[config.mk]
export PLATFORM = sky130hd
export DESIGN_NAME = ground_link
export DESIGN_NICKNAME = d
export VERILOG_FILES = /design/src/hdl/link_pkg.sv /design/src/hdl/ctrl_pkg.sv /design/src/hdl/byte_counter.sv /design/src/hdl/frame_shifter.sv /design/src/hdl/frame_fsm.sv /design/src/hdl/mode_regs.sv /design/src/hdl/ground_link.sv
export SDC_FILE = /design/constraint.sdc
export NUM_CORES = 1
export LEC_CHECK = 0
export ABC_AREA = 0
export BUFFER_PORTS_ARGS = -buffer_cell sky130_fd_sc_hd__buf_4
export CORE_MARGIN = 3
export CORE_UTILIZATION = 40
export DETAILED_ROUTE_END_ITERATION = 16
export PLACE_DENSITY = 0.62
export SLEW_MARGIN = 25
export SYNTH_ARGS = -nofsm -noshare
export SYNTH_HDL_FRONTEND = slang
export SYNTH_SLANG_ARGS = --single-unit
[constraint.sdc]
create_clock -name clk -period 3.7 [get_ports clk]
set_input_delay 0.74 -clock clk [delete_from_list [all_inputs] [get_ports clk]]
set_output_delay 0.74 -clock clk [all_outputs]
set_load 0.02 [all_outputs]
[src/hdl/link_pkg.sv]
`default_nettype none

package link_pkg;

    ////////////////////////////////////////////////////////////////////////////
    // link data types
    ////////////////////////////////////////////////////////////////////////////

    typedef logic [7:0]  byte_t;   // one byte on the PC link
    typedef logic [63:0] word_t;   // experiment parameter

    ////////////////////////////////////////////////////////////////////////////
    // frame layout
    ////////////////////////////////////////////////////////////////////////////

    // sync pair that opens every frame
    localparam byte_t SYNC_HI = 8'h00;
    localparam byte_t SYNC_LO = 8'hFF;

    localparam int HDR_BYTES  = 3;   // sync pair plus code byte
    localparam int WORD_BYTES = 8;   // payload sent msb first

    ////////////////////////////////////////////////////////////////////////////
    // status frame codes
    ////////////////////////////////////////////////////////////////////////////

    localparam byte_t ST_REQUEST = 8'hA1;   // data request
    localparam byte_t ST_TIMEOUT = 8'hA2;   // experiment time-out
    localparam byte_t ST_ERROR   = 8'hA3;   // ephemeris error, top priority

endpackage

`default_nettype wire

[src/hdl/ctrl_pkg.sv]
`default_nettype none

package ctrl_pkg;

    ////////////////////////////////////////////////////////////////////////////
    // command opcodes
    ////////////////////////////////////////////////////////////////////////////

    typedef enum logic [7:0] {
        OP_START_TIME = 8'h01,   // 8 payload bytes follow
        OP_DURATION   = 8'h02,   // 8 payload bytes follow
        OP_RUN        = 8'h04,
        OP_STOP       = 8'h05,
        OP_DOUBLE_ON  = 8'h0B,
        OP_DUO_ON     = 8'h0D,
        OP_DOUBLE_OFF = 8'h12,
        OP_DUO_OFF    = 8'h13,
        OP_STATIC_ON  = 8'h14,
        OP_STATIC_OFF = 8'h15,
        OP_RATE_1S    = 8'h16,
        OP_RATE_100MS = 8'h17,
        OP_RATE_10MS  = 8'h18,
        OP_RATE_1MS   = 8'h19,
        OP_RATE_OFF   = 8'h20
    } op_t;

    // telemetry rate codes
    typedef logic [2:0] rate_t;

    localparam rate_t RATE_OFF   = 3'd0;   // no telemetry
    localparam rate_t RATE_1S    = 3'd1;
    localparam rate_t RATE_100MS = 3'd2;
    localparam rate_t RATE_10MS  = 3'd3;
    localparam rate_t RATE_1MS   = 3'd4;

    ////////////////////////////////////////////////////////////////////////////
    // experiment mode
    ////////////////////////////////////////////////////////////////////////////

    typedef struct packed {
        logic  double_speed;
        logic  duo_pulsar;
        logic  running;
        logic  static_experiment;
        rate_t rate;
    } mode_t;

endpackage

`default_nettype wire

[src/hdl/byte_counter.sv]
`default_nettype none

module byte_counter #(
    parameter int CNT_W = 4
) (
    input  wire logic        clk,
    input  wire logic        rst,
    input  wire logic        clr,
    input  wire logic        inc,
    output logic [CNT_W-1:0] count
);

    // echo and payload byte index
    always_ff @(posedge clk or negedge rst)
    begin
        if (!rst)
            count <= '0;
        else if (clr)
            count <= '0;   // clr wins over inc
        else if (inc)
            count <= count + CNT_W'(1);
    end

endmodule

`default_nettype wire

[src/hdl/frame_shifter.sv]
`default_nettype none

module frame_shifter #(
    parameter int CNT_W = 4
) (
    input  wire logic             clk,
    input  wire logic             rst,
    input  wire link_pkg::byte_t  rx_byte,
    input  wire logic             hdr_shift,
    input  wire logic             hdr_load,
    input  wire logic             pay_shift,
    input  wire logic             send,
    input  wire link_pkg::byte_t  status_code,
    input  wire logic [CNT_W-1:0] count,
    output logic                  sync_seen,
    output ctrl_pkg::op_t         opcode,
    output link_pkg::word_t       payload,
    output link_pkg::byte_t       tx_byte,
    output logic                  tx_valid
);
    import link_pkg::*;
    import ctrl_pkg::*;

    localparam int SEL_W = $clog2(HDR_BYTES);

    byte_t [HDR_BYTES-1:0]  hdr;   // [0] newest byte
    byte_t [WORD_BYTES-1:0] pay;
    logic  [SEL_W-1:0]      sel;

    ////////////////////////////////////////////////////////////////////////////
    // header window
    ////////////////////////////////////////////////////////////////////////////

    always_ff @(posedge clk or negedge rst)
    begin
        if (!rst)
            hdr <= '0;
        else if (hdr_load)
            hdr <= {SYNC_HI, SYNC_LO, status_code};
        else if (hdr_shift)
            hdr <= {hdr[HDR_BYTES-2:0], rx_byte};
    end

    assign sync_seen = (hdr[HDR_BYTES-1] == SYNC_HI) && (hdr[HDR_BYTES-2] == SYNC_LO);
    assign opcode    = op_t'(hdr[0]);

    // first byte in ends up on top
    always_ff @(posedge clk)
    begin
        if (pay_shift)
            pay <= {pay[WORD_BYTES-2:0], rx_byte};
    end

    assign payload = pay;

    ////////////////////////////////////////////////////////////////////////////
    // outgoing byte
    ////////////////////////////////////////////////////////////////////////////

    assign sel = SEL_W'(HDR_BYTES - 1 - int'(count));   // byte 0 is the oldest

    always_ff @(posedge clk)
    begin
        if (send)
            tx_byte <= hdr[sel];
    end

    always_ff @(posedge clk or negedge rst)
    begin
        if (!rst)
            tx_valid <= 1'b0;
        else
            tx_valid <= send;   // one cycle strobe
    end

endmodule

`default_nettype wire

[src/hdl/frame_fsm.sv]
`default_nettype none

module frame_fsm #(
    parameter int CNT_W = 4
) (
    input  wire logic             clk,
    input  wire logic             rst,
    input  wire logic             rx_valid,
    input  wire logic             tx_done,
    input  wire logic             request_data,
    input  wire logic             time_out,
    input  wire logic             eph_error,
    input  wire logic [CNT_W-1:0] count,
    input  wire logic             sync_seen,
    input  wire ctrl_pkg::op_t    opcode,
    output logic                  cnt_clr,
    output logic                  cnt_inc,
    output logic                  hdr_shift,
    output logic                  hdr_load,
    output logic                  pay_shift,
    output logic                  send,
    output logic                  apply,
    output logic                  load_word,
    output logic                  idle,
    output link_pkg::byte_t       status_code
);
    import link_pkg::*;
    import ctrl_pkg::*;

    typedef enum logic [2:0] {
        IDLE,      // hunting for sync
        CHECK,     // header window settled
        ARM,
        SEND,
        WAIT,      // byte on the serializer
        PAYLOAD,
        LOAD
    } state_t;

    state_t state;
    state_t state_nx;
    logic   status_req;
    logic   status_frame;   // current frame is a status frame
    logic   last_hdr;
    logic   last_pay;
    logic   is_word;

    assign status_req = request_data | time_out | eph_error;
    assign last_hdr   = (count == CNT_W'(HDR_BYTES - 1));
    assign last_pay   = (count == CNT_W'(WORD_BYTES - 1));
    assign is_word    = (opcode == OP_START_TIME) || (opcode == OP_DURATION);
    assign idle       = (state == IDLE);

    // error beats time-out beats request
    always_comb
    begin
        if (eph_error)
            status_code = ST_ERROR;
        else if (time_out)
            status_code = ST_TIMEOUT;
        else
            status_code = ST_REQUEST;
    end

    always_ff @(posedge clk or negedge rst)
    begin
        if (!rst)
        begin
            state        <= IDLE;
            status_frame <= 1'b0;
        end
        else
        begin
            state <= state_nx;
            if (state == IDLE)
                status_frame <= status_req && !rx_valid;
        end
    end

    ////////////////////////////////////////////////////////////////////////////
    // next state and strobes
    ////////////////////////////////////////////////////////////////////////////

    always_comb
    begin
        state_nx  = state;
        cnt_clr   = 1'b0;
        cnt_inc   = 1'b0;
        hdr_shift = 1'b0;
        hdr_load  = 1'b0;
        pay_shift = 1'b0;
        send      = 1'b0;
        apply     = 1'b0;
        load_word = 1'b0;
        case (state)
            IDLE:
            begin
                cnt_clr = 1'b1;
                if (rx_valid)
                begin
                    hdr_shift = 1'b1;
                    state_nx  = CHECK;
                end
                else if (status_req)
                begin
                    hdr_load = 1'b1;   // 00 FF code
                    state_nx = ARM;
                end
            end
            CHECK:
            begin
                if (sync_seen)
                    state_nx = ARM;
                else if (rx_valid)
                    hdr_shift = 1'b1;   // keep hunting
                else
                    state_nx = IDLE;
            end
            ARM:
                state_nx = SEND;
            SEND:
            begin
                send     = 1'b1;
                state_nx = WAIT;
            end
            WAIT:
            begin
                if (tx_done)
                begin
                    if (!last_hdr)
                    begin
                        cnt_inc  = 1'b1;
                        state_nx = SEND;
                    end
                    else if (status_frame)
                        state_nx = IDLE;
                    else if (is_word)
                    begin
                        cnt_clr  = 1'b1;
                        state_nx = PAYLOAD;
                    end
                    else
                    begin
                        apply    = 1'b1;
                        state_nx = IDLE;
                    end
                end
            end
            PAYLOAD:
            begin
                if (rx_valid)
                begin
                    pay_shift = 1'b1;
                    cnt_inc   = 1'b1;
                    if (last_pay)
                        state_nx = LOAD;
                end
            end
            LOAD:
            begin
                load_word = 1'b1;
                state_nx  = IDLE;
            end
            default:
                state_nx = IDLE;
        endcase
    end

endmodule

`default_nettype wire

[src/hdl/mode_regs.sv]
`default_nettype none

module mode_regs (
    input  wire logic            clk,
    input  wire logic            rst,
    input  wire logic            apply,
    input  wire logic            load_word,
    input  wire logic            idle,
    input  wire logic            exp_done,
    input  wire ctrl_pkg::op_t   opcode,
    input  wire link_pkg::word_t payload,
    output ctrl_pkg::mode_t      mode,
    output link_pkg::word_t      start_time,
    output link_pkg::word_t      exp_duration
);
    import ctrl_pkg::*;

    ////////////////////////////////////////////////////////////////////////////
    // mode flags and rate
    ////////////////////////////////////////////////////////////////////////////

    always_ff @(posedge clk or negedge rst)
    begin
        if (!rst)
            mode <= '0;
        else if (apply)
        begin
            case (opcode)
                OP_DOUBLE_ON:  mode.double_speed      <= 1'b1;
                OP_DOUBLE_OFF: mode.double_speed      <= 1'b0;
                OP_DUO_ON:     mode.duo_pulsar        <= 1'b1;
                OP_DUO_OFF:    mode.duo_pulsar        <= 1'b0;
                OP_RUN:        mode.running           <= 1'b1;
                OP_STOP:       mode.running           <= 1'b0;
                OP_STATIC_ON:  mode.static_experiment <= 1'b1;
                OP_STATIC_OFF: mode.static_experiment <= 1'b0;
                OP_RATE_1S:    mode.rate              <= RATE_1S;
                OP_RATE_100MS: mode.rate              <= RATE_100MS;
                OP_RATE_10MS:  mode.rate              <= RATE_10MS;
                OP_RATE_1MS:   mode.rate              <= RATE_1MS;
                OP_RATE_OFF:   mode.rate              <= RATE_OFF;
                default: ;   // unknown code
            endcase
        end
        else if (idle && exp_done)
            mode.running <= 1'b0;   // experiment finished
    end

    // parameter words
    always_ff @(posedge clk or negedge rst)
    begin
        if (!rst)
        begin
            start_time   <= '0;
            exp_duration <= '0;
        end
        else if (load_word)
        begin
            if (opcode == OP_START_TIME)
                start_time <= payload;
            if (opcode == OP_DURATION)
                exp_duration <= payload;
        end
    end

endmodule

`default_nettype wire

[src/hdl/ground_link.sv]
`default_nettype none

module ground_link (
    input  wire logic            clk,
    input  wire logic            rst,
    input  wire link_pkg::byte_t rx_byte,
    input  wire logic            rx_valid,
    input  wire logic            tx_done,
    input  wire logic            request_data,
    input  wire logic            time_out,
    input  wire logic            eph_error,
    input  wire logic            exp_done,
    output link_pkg::byte_t      tx_byte,
    output logic                 tx_valid,
    output ctrl_pkg::mode_t      mode,
    output link_pkg::word_t      start_time,
    output link_pkg::word_t      exp_duration
);
    import link_pkg::*;
    import ctrl_pkg::*;

    localparam int CNT_W = 4;   // holds 0 to 8

    logic [CNT_W-1:0] count;
    logic             cnt_clr, cnt_inc;
    logic             hdr_shift, hdr_load, pay_shift, send;
    logic             apply, load_word, idle, sync_seen;
    op_t              opcode;
    word_t            payload;
    byte_t            status_code;

    frame_fsm #(.CNT_W(CNT_W)) i_frame_fsm (
        .clk, .rst, .rx_valid, .tx_done,
        .request_data, .time_out, .eph_error,
        .count, .sync_seen, .opcode,
        .cnt_clr, .cnt_inc, .hdr_shift, .hdr_load, .pay_shift, .send,
        .apply, .load_word, .idle, .status_code
    );

    byte_counter #(.CNT_W(CNT_W)) i_byte_counter (
        .clk, .rst,
        .clr   (cnt_clr),
        .inc   (cnt_inc),
        .count
    );

    frame_shifter #(.CNT_W(CNT_W)) i_frame_shifter (
        .clk, .rst, .rx_byte,
        .hdr_shift, .hdr_load, .pay_shift, .send,
        .status_code, .count,
        .sync_seen, .opcode, .payload, .tx_byte, .tx_valid
    );

    mode_regs i_mode_regs (
        .clk, .rst, .apply, .load_word, .idle, .exp_done,
        .opcode, .payload,
        .mode, .start_time, .exp_duration
    );

endmodule

`default_nettype wire

==> summary.md <==
| Metric | Value |
|---|---|
| Status | finished clean |
| CTS Root Cell | clkbuf_16 |
| Main flop type after synthesis | dfrtp_1 |
| Die width | 160.3 um |
| Synthesized flop and latch total | 240 |
| Core ar. | 0.02305 mm^2 |
| Worst-Skew Late Latency | 500 ps |
| Post-route setup slack | 1044 ps |
| Area leader, netlist | dfrtp_1 |
| Number of synthesized flops with an enable pin | 72 |
| Drt drc | 0 |
| CP startpoint | i_frame_fsm.state[0]$_DFFE_PN0P_ |
| Vias in the first global route | 6127 |
| Critical R2R Launch | i_frame_fsm.state[0]$_DFFE_PN0P_ |
| Row cnt | 55 |
| Largest net degree at the start of global routing | 100 |
| Crit path DAT | 3040 ps |
| Setup TNS | 0 ps |
| Top cells by count, synth | 168 x dfrtp_1, 126 x mux2_2, 72 x edfxtp_1 |
| F_max | 376.5 MHz |
| Mapped Nets | 655 |
| Share of layout cells above drive strength 1 | 42.27% |
| Wire per inst | 19.47 um |
| GRT Total Usage | 16.66% |
| Distinct cell type count after synthesis | 59 |
| Post-route cell area | 0.01187 mm^2 |
| Worst reg2reg setup slack | 1040 ps |
| DRT iter0 DRCs | 504 |
| Die area | 0.02570 mm^2 |
| # nets final | 809 |
| Worst slew pin tran | 983.7 ps |
| Leakage power | 5.536 nW |
| Nature of the critical path startpoint | flip-flop |
| WP data required | 4090 ps |
| Total power | 7.602 mW |
| Post-CTS Resized | 0 |
| Non-Filler Instances | 1122 |
| Worst Clk Skew | 14.03 ps |
| Placement Cell Area | 0.01103 mm^2 |
| Synth Area per Inst | 14.96 um^2 |
| Maximum vdd drop | 0.3246 mV |
| Critical path class | reg -> reg |
| First drt pass iteration count | 5 |
| Gr ovfl total | 0 |
| Clk buf depth | 3 |
| Slew Limit Fails | 0 |
| Clock-pin slew on the worst setup and hold paths | 60 ps |
| H-tree levels | 1 |
| Most frequent cell after synthesis | dfrtp_1 |
| Critical path fanouts, max | 23 |
| Hold WC Path Type | in -> async |
| CTS tree | built |
| Hold Slack | 77.44 ps |
| Tcrit/Tclk final | 71.79% |
| Synth top area share | 44.13% |
| IO Pins | 160 |
| Dpl cells | 1077 |
| Max-Cap Viols | 0 |
| Post-CTS Setup Inserts | 0 |
| Inserted Clock Buffers | 25 |
| Chip Height | 160.3 um |
| Via count | 5975 |
| Post-synth ARST share | 70.00% |
| Clock sink total | 240 |
| CTS hold repair buffers | 0 |
| Slew headroom | 34.42% |
| Pre-CTS WS | 1074 ps |
| Fin util | 51.50% |
| Register area share after synthesis | 66.82% |
| Via/cell ratio | 5.325 |
| Final hold vios | 0 |
| Gpl congestion | 0.8144 |
| Synthesis-to-finish area growth | 24.61% |
| Starting Density | 41.32% |
| RSZ-0062 raised after global routing | false |
| First-pass GRT wire length | 34820 um |
| Antenna violation net count after detailed routing | 0 |
| Setup violations, final | 0 |
| Initial antenna violation count | 0 |
| Synthesis warning total | 0 |
| Largest cells by area after synthesis | dfrtp_1 44%, edfxtp_1 23%, mux2_2 15%, nand2_1 1.7%, o211ai_1 1.6% |
| PD cells | 640.4 mW/mm^2 |
| Total Routed Length | 21850 um |
| DPL Wire Length | 14610 um |
| Antenna Diode Count | 0 |
| Post-layout min period | 2656 ps |
| Post-synthesis cell count | 637 |
| # port buffers | 159 |
| CP endpoint kind | flip-flop |
| Post-Syn Area | 0.009527 mm^2 |
==> flip-flops by register name, summed over array words and instances (netlist names) <==
signal / cells
i_frame_shifter.tx_valid: 1
i_byte_counter.count: 4
i_frame_shifter.hdr: 16
i_frame_shifter.payload: 64
i_frame_shifter.tx_byte: 8
i_mode_regs.start_time: 64
i_mode_regs.exp_duration: 64
i_frame_fsm.status_frame: 1
i_mode_regs.mode: 7
i_frame_fsm.state: 3
i_frame_shifter.opcode: 8
==> final timing paths <==
path | endpoint | cells after the start
min in group clk | i_mode_regs.mode[4]$_DFFE_PN0P_ | 2
min reg2reg | i_frame_shifter.payload[51]$_DFFE_PP_ | 0
max | i_frame_shifter.hdr[18]$_DFFE_PN0P_ | 4
max in group asynchronous | i_frame_shifter.opcode[3]$_DFFE_PN0P_ | 2
max reg2reg | i_frame_shifter.hdr[18]$_DFFE_PN0P_ | 4
min | i_frame_fsm.state[2]$_DFFE_PN0P_ | 1
==> cells by family after synthesis <==
group | synth area share [%]
adder cells (fa/ha/maj) | 0.2626
AO/OA/AOI/OAI | 7.697
buffers and inverters | 1.983
flip-flops | 66.82
AND/OR/NAND/NOR | 6.724
XOR/XNOR | 0.09195
multiplexers | 16.42
==> routing by layer <==
layer,wire length [um],GRT usage (%)
met1,9512,22.57
met5,0,0
met2,10410,26.84
met4,620,5.010
met3,1308,3.998
==> layout make-up <==
class / count / area [um^2]
Clock buffer: 37 / 740.7
Multi-Input combinational cell: 353 / 2994
Tap cell: 313 / 391.6
Clock inverter: 8 / 92.59
Inverter: 7 / 26.28
Timing Repair Buffer: 164 / 1260
Fill cell: 1988 / 11180
Sequential cell: 240 / 6366
==> worst max-delay path, stage by stage, from the launching register on <==
cell and delay (ps):
dfrtp_1 570, or3_1 760, nor2_2 720, nor3b_1 140
a311o_1 350
==> power by group <==
part / internal [mW] / total (mW) / leakage (nW) / switching (mW)
registers: 3.10 / 3.51 / 2.92 / 0.404
logic: 0.682 / 1.60 / 2.21 / 0.921
clock network: 1.52 / 2.49 / 0.404 / 0.973
total: 5.30 / 7.60 / 5.54 / 2.30
==> placed cells by master, fill, tap and decap left out, types with 5 or more instances in the layout <==
master     synthesis  layout
clkbuf_8           0       7
edfxtp_1          72      72
nor2b_1            5       5
nor3b_1           13      13
clkbuf_16          0      25
buf_4              0     161
a311o_1            9       9
or3_1              5       5
a22oi_1            6       6
inv_1              7       7
mux2i_1           10      10
o21ai_0           20      20
o21bai_1          10      10
clkbuf_1          23       5
dfrtp_1          168     168
a21oi_1           13      13
o211ai_1          20      20
nor2_1             8       8
nand2_1           43      42
mux2_2           126     126
No activity file was read; power rests on OpenSTA's default activity.
